[src/verilog/qspi_pkg.sv]
package qspi_pkg;

    // Data phase bus width
    typedef enum logic [1:0] {
        MODE_SINGLE = 2'd0,
        MODE_DUAL   = 2'd1,
        MODE_QUAD   = 2'd2
    } qspi_mode_e;

    typedef enum logic [2:0] {
        ST_IDLE       = 3'd0,
        ST_DIE_SELECT = 3'd1,
        ST_GAP        = 3'd2,
        ST_READ       = 3'd3,
        ST_COMPLETE   = 3'd4
    } frame_state_e;

    // Flash command bytes
    typedef enum logic [7:0] {
        OP_READ_X1    = 8'h13,
        OP_READ_X2    = 8'h3C,
        OP_READ_X4    = 8'h6C,
        OP_DIE_SELECT = 8'hC2
    } flash_opcode_e;

    // Content of one 8-clock slot
    typedef enum logic [2:0] {
        SLOT_NONE   = 3'd0,
        SLOT_OPCODE = 3'd1,
        SLOT_DIE_ID = 3'd2,
        SLOT_ADDR   = 3'd3,
        SLOT_DUMMY  = 3'd4,
        SLOT_DATA   = 3'd5
    } slot_kind_e;

    localparam logic [7:0] DIE_ID = 8'h01;
    localparam int ADDR_BYTES = 4;

    typedef struct packed {
        logic [31:0] addr;
        logic [15:0] byte_count;
        qspi_mode_e  mode;
        logic        switch_die;
    } read_request_t;

    // Per-cycle bus position issued by the sequencer
    typedef struct packed {
        slot_kind_e  kind;
        logic [1:0]  addr_byte;
        logic [2:0]  bit_idx;
        logic        launch;
        logic        sample;
    } bus_step_t;

    typedef struct packed {
        logic        sclk;
        logic        cs_n;
        logic [3:0]  io_out;
        logic [3:0]  io_oe;
    } qspi_pins_t;

endpackage
[src/verilog/qspi_read_top.sv]
`timescale 1ns/1ns

module qspi_read_top #(
    parameter int SCLK_DIV   = 4,
    parameter int FIFO_DEPTH = 256
) (
    input  logic                    system_clk,
    input  logic                    system_reset_n,
    input  logic                    start,
    input  qspi_pkg::read_request_t request,
    input  logic [3:0]              io_in,
    input  logic                    rd_en,
    output qspi_pkg::qspi_pins_t    pins,
    output logic                    read_done,
    output logic [7:0]              rd_data,
    output logic                    empty
);
    import qspi_pkg::*;

    read_request_t req;
    bus_step_t     step;
    logic          sclk;
    logic          cs_n;
    logic [3:0]    io_out;
    logic [3:0]    io_oe;
    logic          byte_valid;
    logic [7:0]    byte_data;

    qspi_sequencer #(
        .SCLK_DIV(SCLK_DIV)
    ) u_sequencer (
        .system_clk    (system_clk),
        .system_reset_n(system_reset_n),
        .start         (start),
        .request       (request),
        .req           (req),
        .step          (step),
        .sclk          (sclk),
        .cs_n          (cs_n),
        .read_done     (read_done)
    );

    qspi_tx_shifter u_tx_shifter (
        .system_clk    (system_clk),
        .system_reset_n(system_reset_n),
        .step          (step),
        .req           (req),
        .io_out        (io_out),
        .io_oe         (io_oe)
    );

    qspi_rx_deserializer u_rx_deserializer (
        .system_clk    (system_clk),
        .system_reset_n(system_reset_n),
        .step          (step),
        .req           (req),
        .io_in         (io_in),
        .byte_valid    (byte_valid),
        .byte_data     (byte_data)
    );

    byte_fifo #(
        .FIFO_DEPTH(FIFO_DEPTH)
    ) u_fifo (
        .system_clk    (system_clk),
        .system_reset_n(system_reset_n),
        .wr_en         (byte_valid),
        .wr_data       (byte_data),
        .rd_en         (rd_en),
        .rd_data       (rd_data),
        .empty         (empty)
    );

    // Pad-side bundle
    assign pins.sclk   = sclk;
    assign pins.cs_n   = cs_n;
    assign pins.io_out = io_out;
    assign pins.io_oe  = io_oe;

endmodule

[src/verilog/byte_fifo.sv]
`timescale 1ns/1ns

module byte_fifo #(
    parameter int FIFO_DEPTH = 256
) (
    input  logic       system_clk,
    input  logic       system_reset_n,
    input  logic       wr_en,
    input  logic [7:0] wr_data,
    input  logic       rd_en,
    output logic [7:0] rd_data,
    output logic       empty
);

    localparam int ADDR_W = $clog2(FIFO_DEPTH);

    logic [7:0]        mem [FIFO_DEPTH];
    logic [ADDR_W-1:0] wr_ptr;
    logic [ADDR_W-1:0] rd_ptr;
    logic [ADDR_W:0]   count;
    logic              full;
    logic              do_wr;
    logic              do_rd;

    assign full  = (count == (ADDR_W + 1)'(FIFO_DEPTH));
    assign empty = (count == '0);
    assign do_wr = wr_en && !full;
    assign do_rd = rd_en && !empty;

    // Head entry always visible on rd_data
    assign rd_data = mem[rd_ptr];

    always_ff @(posedge system_clk)
    begin
        if (do_wr)
            mem[wr_ptr] <= wr_data;
    end

    always_ff @(posedge system_clk or negedge system_reset_n)
    begin
        if (!system_reset_n)
        begin
            wr_ptr <= '0;
            rd_ptr <= '0;
            count  <= '0;
        end
        else
        begin
            if (do_wr)
                wr_ptr <= wr_ptr + ADDR_W'(1);
            if (do_rd)
                rd_ptr <= rd_ptr + ADDR_W'(1);
            if (do_wr && !do_rd)
                count <= count + (ADDR_W + 1)'(1);
            else if (do_rd && !do_wr)
                count <= count - (ADDR_W + 1)'(1);
        end
    end

endmodule

[src/verilog/qspi_rx_deserializer.sv]
`timescale 1ns/1ns

module qspi_rx_deserializer (
    input  logic                    system_clk,
    input  logic                    system_reset_n,
    input  qspi_pkg::bus_step_t     step,
    input  qspi_pkg::read_request_t req,
    input  logic [3:0]              io_in,
    output logic                    byte_valid,
    output logic [7:0]              byte_data
);
    import qspi_pkg::*;

    logic [7:0] shift_reg;
    logic [7:0] shift_next;
    logic [2:0] sample_cnt;
    logic [2:0] last_cnt;
    logic       data_sample;
    logic       byte_last;

    // Earlier samples land in the upper bits
    always_comb
    begin
        case (req.mode)
            MODE_DUAL:
            begin
                shift_next = {shift_reg[5:0], io_in[1], io_in[0]};
                last_cnt   = 3'd3;
            end
            MODE_QUAD:
            begin
                shift_next = {shift_reg[3:0], io_in[3:0]};
                last_cnt   = 3'd1;
            end
            default:
            begin
                shift_next = {shift_reg[6:0], io_in[1]};
                last_cnt   = 3'd7;
            end
        endcase
    end

    assign data_sample = step.sample && (step.kind == SLOT_DATA);
    assign byte_last   = (sample_cnt == last_cnt);

    always_ff @(posedge system_clk or negedge system_reset_n)
    begin
        if (!system_reset_n)
            sample_cnt <= '0;
        else if (step.kind != SLOT_DATA)
            sample_cnt <= '0;
        else if (data_sample)
            sample_cnt <= byte_last ? 3'd0 : sample_cnt + 3'd1;
    end

    always_ff @(posedge system_clk or negedge system_reset_n)
    begin
        if (!system_reset_n)
            byte_valid <= 1'b0;
        else
            byte_valid <= data_sample && byte_last;
    end

    always_ff @(posedge system_clk)
    begin
        if (data_sample)
            shift_reg <= shift_next;
        if (data_sample && byte_last)
            byte_data <= shift_next;
    end

endmodule

[src/verilog/qspi_tx_shifter.sv]
`timescale 1ns/1ns

module qspi_tx_shifter (
    input  logic                    system_clk,
    input  logic                    system_reset_n,
    input  qspi_pkg::bus_step_t     step,
    input  qspi_pkg::read_request_t req,
    output logic [3:0]              io_out,
    output logic [3:0]              io_oe
);
    import qspi_pkg::*;

    logic [7:0] read_opcode;
    logic [7:0] addr_sel;
    logic [7:0] tx_byte;
    logic       drive;

    always_comb
    begin
        case (req.mode)
            MODE_DUAL: read_opcode = OP_READ_X2;
            MODE_QUAD: read_opcode = OP_READ_X4;
            default:   read_opcode = OP_READ_X1;
        endcase
    end

    // High address byte goes out first
    always_comb
    begin
        case (step.addr_byte)
            2'd0:    addr_sel = req.addr[31:24];
            2'd1:    addr_sel = req.addr[23:16];
            2'd2:    addr_sel = req.addr[15:8];
            default: addr_sel = req.addr[7:0];
        endcase
    end

    always_comb
    begin
        case (step.kind)
            SLOT_OPCODE: tx_byte = read_opcode;
            SLOT_DIE_ID: tx_byte = (step.addr_byte == 2'd0) ? OP_DIE_SELECT : DIE_ID;
            SLOT_ADDR:   tx_byte = addr_sel;
            default:     tx_byte = 8'h00;
        endcase
    end

    // Host owns io0 until the data phase
    assign drive = (step.kind == SLOT_OPCODE) || (step.kind == SLOT_DIE_ID)
                || (step.kind == SLOT_ADDR) || (step.kind == SLOT_DUMMY);

    always_ff @(posedge system_clk or negedge system_reset_n)
    begin
        if (!system_reset_n)
        begin
            io_out <= 4'b0000;
            io_oe  <= 4'b0000;
        end
        else if (step.kind == SLOT_NONE)
        begin
            io_out <= 4'b0000;
            io_oe  <= 4'b0000;
        end
        else if (step.launch)
        begin
            io_out <= {3'b000, tx_byte[3'd7 - step.bit_idx]};
            io_oe  <= {3'b000, drive};
        end
    end

endmodule

[src/verilog/qspi_sequencer.sv]
`timescale 1ns/1ns

module qspi_sequencer #(
    parameter int SCLK_DIV = 4
) (
    input  logic                    system_clk,
    input  logic                    system_reset_n,
    input  logic                    start,
    input  qspi_pkg::read_request_t request,
    output qspi_pkg::read_request_t req,
    output qspi_pkg::bus_step_t     step,
    output logic                    sclk,
    output logic                    cs_n,
    output logic                    read_done
);
    import qspi_pkg::*;

    localparam int PHASE_W = $clog2(SCLK_DIV);
    localparam int HALF = SCLK_DIV / 2;

    frame_state_e       state;
    logic [PHASE_W-1:0] phase;
    logic [2:0]         bit_cnt;
    logic [16:0]        slot_cnt;
    logic [16:0]        data_slots;
    logic [16:0]        last_slot;
    logic               use_dummy;
    logic               counting;
    logic               bus_active;
    logic               phase_end;
    logic               slot_end;

    assign counting   = (state == ST_DIE_SELECT) || (state == ST_GAP) || (state == ST_READ);
    assign bus_active = (state == ST_DIE_SELECT) || (state == ST_READ);
    assign phase_end  = (phase == PHASE_W'(SCLK_DIV - 1));
    assign slot_end   = counting && phase_end && (bit_cnt == 3'd7);

    // Data slots scale with the lane count
    always_comb
    begin
        case (req.mode)
            MODE_DUAL: data_slots = {2'b00, req.byte_count[15:1]};
            MODE_QUAD: data_slots = {3'b000, req.byte_count[15:2]};
            default:   data_slots = {1'b0, req.byte_count};
        endcase
    end

    assign use_dummy = (req.mode != MODE_SINGLE);
    // Opcode at slot 0, address after it, then dummy and data
    assign last_slot = 17'(ADDR_BYTES) + {16'd0, use_dummy} + data_slots;

    always_ff @(posedge system_clk)
    begin
        if (state == ST_IDLE && start)
            req <= request;
    end

    always_ff @(posedge system_clk or negedge system_reset_n)
    begin
        if (!system_reset_n)
        begin
            phase   <= '0;
            bit_cnt <= '0;
        end
        else if (!counting)
        begin
            phase   <= '0;
            bit_cnt <= '0;
        end
        else if (phase_end)
        begin
            phase   <= '0;
            bit_cnt <= bit_cnt + 3'd1;
        end
        else
        begin
            phase <= phase + PHASE_W'(1);
        end
    end

    // Low from the launch cycle, high from the sample cycle
    always_ff @(posedge system_clk or negedge system_reset_n)
    begin
        if (!system_reset_n)
            sclk <= 1'b0;
        else if (!bus_active || phase_end)
            sclk <= 1'b0;
        else if (phase == PHASE_W'(HALF - 1))
            sclk <= 1'b1;
    end

    always_ff @(posedge system_clk or negedge system_reset_n)
    begin
        if (!system_reset_n)
        begin
            state     <= ST_IDLE;
            cs_n      <= 1'b1;
            read_done <= 1'b0;
            slot_cnt  <= '0;
        end
        else
        begin
            read_done <= 1'b0;
            case (state)
                ST_IDLE:
                begin
                    if (start)
                    begin
                        state    <= request.switch_die ? ST_DIE_SELECT : ST_READ;
                        cs_n     <= 1'b0;
                        slot_cnt <= '0;
                    end
                end
                ST_DIE_SELECT:
                begin
                    if (slot_end && slot_cnt == 17'd1)
                    begin
                        state    <= ST_GAP;
                        cs_n     <= 1'b1;
                        slot_cnt <= '0;
                    end
                    else if (slot_end)
                    begin
                        slot_cnt <= slot_cnt + 17'd1;
                    end
                end
                // Chip select high for one slot between frames
                ST_GAP:
                begin
                    if (slot_end)
                    begin
                        state <= ST_READ;
                        cs_n  <= 1'b0;
                    end
                end
                ST_READ:
                begin
                    if (slot_end && slot_cnt == last_slot)
                    begin
                        state <= ST_COMPLETE;
                        cs_n  <= 1'b1;
                    end
                    else if (slot_end)
                    begin
                        slot_cnt <= slot_cnt + 17'd1;
                    end
                end
                ST_COMPLETE:
                begin
                    read_done <= 1'b1;
                    state     <= ST_IDLE;
                end
                default:
                begin
                    state <= ST_IDLE;
                    cs_n  <= 1'b1;
                end
            endcase
        end
    end

    // Die-select frame sends the command byte and then the die number
    always_comb
    begin
        step.kind      = SLOT_NONE;
        step.addr_byte = slot_cnt[1:0];
        step.bit_idx   = bit_cnt;
        step.launch    = bus_active && (phase == '0);
        step.sample    = bus_active && (phase == PHASE_W'(HALF));
        if (state == ST_DIE_SELECT)
        begin
            step.kind = SLOT_DIE_ID;
        end
        else if (state == ST_READ)
        begin
            if (slot_cnt == '0)
            begin
                step.kind = SLOT_OPCODE;
            end
            else if (slot_cnt <= 17'(ADDR_BYTES))
            begin
                step.kind      = SLOT_ADDR;
                step.addr_byte = slot_cnt[1:0] - 2'd1;
            end
            else if (use_dummy && slot_cnt == 17'(ADDR_BYTES + 1))
            begin
                step.kind = SLOT_DUMMY;
            end
            else
            begin
                step.kind = SLOT_DATA;
            end
        end
    end

endmodule

[config.mk]
export PLATFORM = sky130hd
export DESIGN_NAME = qspi_read_top
export DESIGN_NICKNAME = d
export VERILOG_FILES = /design/src/verilog/qspi_pkg.sv /design/src/verilog/qspi_read_top.sv /design/src/verilog/byte_fifo.sv /design/src/verilog/qspi_rx_deserializer.sv /design/src/verilog/qspi_tx_shifter.sv /design/src/verilog/qspi_sequencer.sv
export SDC_FILE = /design/constraint.sdc
export NUM_CORES = 2
export LEC_CHECK = 0
export ABC_AREA = 1
export BUFFER_PORTS_ARGS = -buffer_cell sky130_fd_sc_hd__buf_2
export CORE_MARGIN = 8
export CORE_UTILIZATION = 32
export DETAILED_ROUTE_END_ITERATION = 10
export PLACE_DENSITY = 0.43
export SLEW_MARGIN = 10
export SYNTH_ARGS = -nofsm -noshare
export SYNTH_HDL_FRONTEND = slang
export SYNTH_HIERARCHICAL = 1
export SYNTH_SLANG_ARGS = --single-unit
export TNS_END_PERCENT = 10
[constraint.sdc]
create_clock -name system_clk -period 13.8 [get_ports system_clk]
set_clock_uncertainty 0.1 [all_clocks]
set_input_delay 2.76 -clock system_clk [delete_from_list [all_inputs] [get_ports system_clk]]
set_output_delay 2.76 -clock system_clk [all_outputs]
set_load 0.005 [all_outputs]
==> impl_metrics.yaml <==
run_status:
  status: "completed"
routing:
  viasPerCell: 4.87
  routedWlPerCell_um: 22.8
  drt_iter0_drc: 5451
  drtAntennaViolNets: 0
  route.detailed.drc: 0
  num_vias: 61700
  drt_pass1_iterations: 5
  wl_um: 289000
setup_path:
  cp_common_cell: "nand2_1"
  cp.arrival_ns: 6.42
  endpoint_kind: "primary output"
  start_kind: "flop"
  critPathLaunch: "u_fifo/rd_ptr[0]"
  crit_required_ns: 10.94
  cp_slowest_cell: "dfrtp_4"
  crit_chain: "buf_12 -> buf_4 -> buf_4 -> nor2_1 -> nor2_1 -> o21ai_0 -> nand2_1 -> nand2_1 -> nand2_1 -> nor2_1 -> nand2_1 -> nand3_1 -> nand2_1 -> nand3_1 -> nand2_1 -> buf_2"
  max_stage_delay_ns: 1.02
  path_class: "flop to primary output"
  r2r-start: "u_fifo/count[0]"
  cp_max_fo: 173
  ff2ff_setup_slack_ns: 9.36
  r2r-end: "u_fifo/mem[65][3]"
  r2r_cells: 9
cts:
  root_buffer: "clkbuf_16"
  path_clk_slew_ns: 0.06
  numCtsBuffers: 242
  cts_tree: "done"
  htree_levels: 4
  cts_buffer_depth: 4
  post_cts_resized: 0
  post_cts.repair.setup_buffers: 0
  postCtsHoldBufs: 0
  clk_latency_ns: 0.91
  cts.sink_count: 2172
timing:
  timing.fmax_mhz: 108
  rsz0062_at_grt: "false"
  hold_violations: 0
  finalCritPeriodShare_pct: 67.3
  whs_ns: 0.378
  layout_setup_ws_ns: 4.52
  final-max-slew-violation-count: 0
  finalCriticalPeriod_ns: 9.28
  tns_ns: 0
  maxSlewHeadroom_pct: 17.6
  finalSetupViolCount: 0
  tightestPinTransition_ns: 1.24
cells_and_area:
  top_register: "u_fifo/mem"
  nFillCells: 28900
  top_regs: "u_fifo/mem x2048, u_sequencer/req x50, u_sequencer/slot_cnt x17"
  drive_gt1_share_pct: 6.83
  final_core_util_pct: 36.0
  nets: 8682
  largest_reg_flops: 2048
  fin_area_um2: 105000
  area_growth_pct: 11.8
floorplanning:
  fp.dieH_um: 557
  dieWidth_um: 557
  coreArea_um2: 291000
  io_pins: 79
  rows: 198
  initial_core_util_pct: 32.2
  dieArea_um2: 310000
synth:
  syn_area_per_cell_um2: 10.8
  yosysWarnings: 6
  synthCells: 8665
  synthesis.area_um2: 93500
global_routing:
  track_usage_pct: 18.1
  grt_pass1_vias: 60500
  grt_pass1_wl_um: 424000
  antenna_found_initial: 13
  grt_start_max_net_pins: 174
  globalRouteOverflowTotal: 0
hold_path:
  holdPathStages: 2
  holdPathEnd: "u_sequencer/cs_n"
  min_from: "u_sequencer/cs_n"
  hp-class: "flop to flop"
placement:
  io_buffer_count: 72
  place_congestion: 0.796
  post-dp-hpwl_um: 164000
  dp_slack_ns: 5.43
  placed_area_um2: 97100
power_and_ir_drop:
  powerDensity_nw_per_um2: 195
  ir_worst_vdd_mv: 0.203
  p_leak_nw: 38.1
job:
  max-cap-violations: 0
-- critical path, delay by kind of cell, from the launching register on --
| family | cells | cell delay (ns) |
|---|---|---|
| AO/OA/AOI/OAI | 1 | 0.09 |
| buffers and inverters | 4 | 2.52 |
| flip-flops | 1 | 1.02 |
| AND/OR/NAND/NOR | 11 | 1.40 |
-- per-layer routing --
metal  GRT usage [%]  vias up  share of wire (%)
li1                -    29100                  -
met1            25.5    30800                 46
met2            30.0     1449                 47
met3            2.13      353                4.6
met4            4.37        6                2.4
met5               0        -              0.016
-- through the flow --
stage,instances,total power [mW]
2_1_floorplan,8670,11.9
3_3_place_gp,12200,14.4
3_5_place_dp,12200,14.4
4_1_cts,12700,20.6
5_1_grt,12700,21.5
6_report,12700,20.4
-- cell usage in the layout, fill, tap and decap left out, drive strengths merged, types with 2 or more instances in the layout --
cell type / n
nand2: 2126
edfxtp: 2113
nor2: 1505
o21ai: 679
inv: 636
nand3: 598
clkbuf: 296
buf: 174
o211ai: 155
a21oi: 126
clkinv: 107
dfrtp: 58
xor2: 37
ha: 33
nand4: 20
bufinv: 17
or2: 15
nor3: 14
o221ai: 13
xnor2: 7
nor4: 7
clkinvlp: 6
conb: 6
nand3b: 5
diode: 4
a31oi: 3
o22ai: 3
o21bai: 3
a211oi: 2
-- report_power, final --
part / total [mW] / internal [mW] / switching, mW
Combinational: 6.82 / 1.74 / 5.09
Sequential: 7.34 / 7.20 / 0.138
Clock: 6.20 / 3.55 / 2.65
-- layout make-up --
class | count | area (um2) | share of cell area [%]
inverter | 635 | 2410 | 2.30
sequential | 2172 | 64900 | 62.1
antenna | 4 | 10.0 | 0.00957
timing repair buffer | 174 | 1280 | 1.22
clock buffer | 296 | 6340 | 6.06
multi-input combinational | 5364 | 23600 | 22.6
tap | 3900 | 4880 | 4.67
clock inverter | 131 | 1100 | 1.05
-- worst max path at each step --
stage | end | slack, ns | cells past startpoint
detailed placement | rd_data[7] | 5.43 | 16
global placement | rd_data[7] | 5.46 | 16
global route | rd_data[7] | 4.15 | 16
CTS | rd_data[7] | 4.46 | 16
finish | rd_data[7] | 4.52 | 16
floorplan | u_sequencer/req[10] | 6.97 | 2
(Power assumes the default switching activity.)
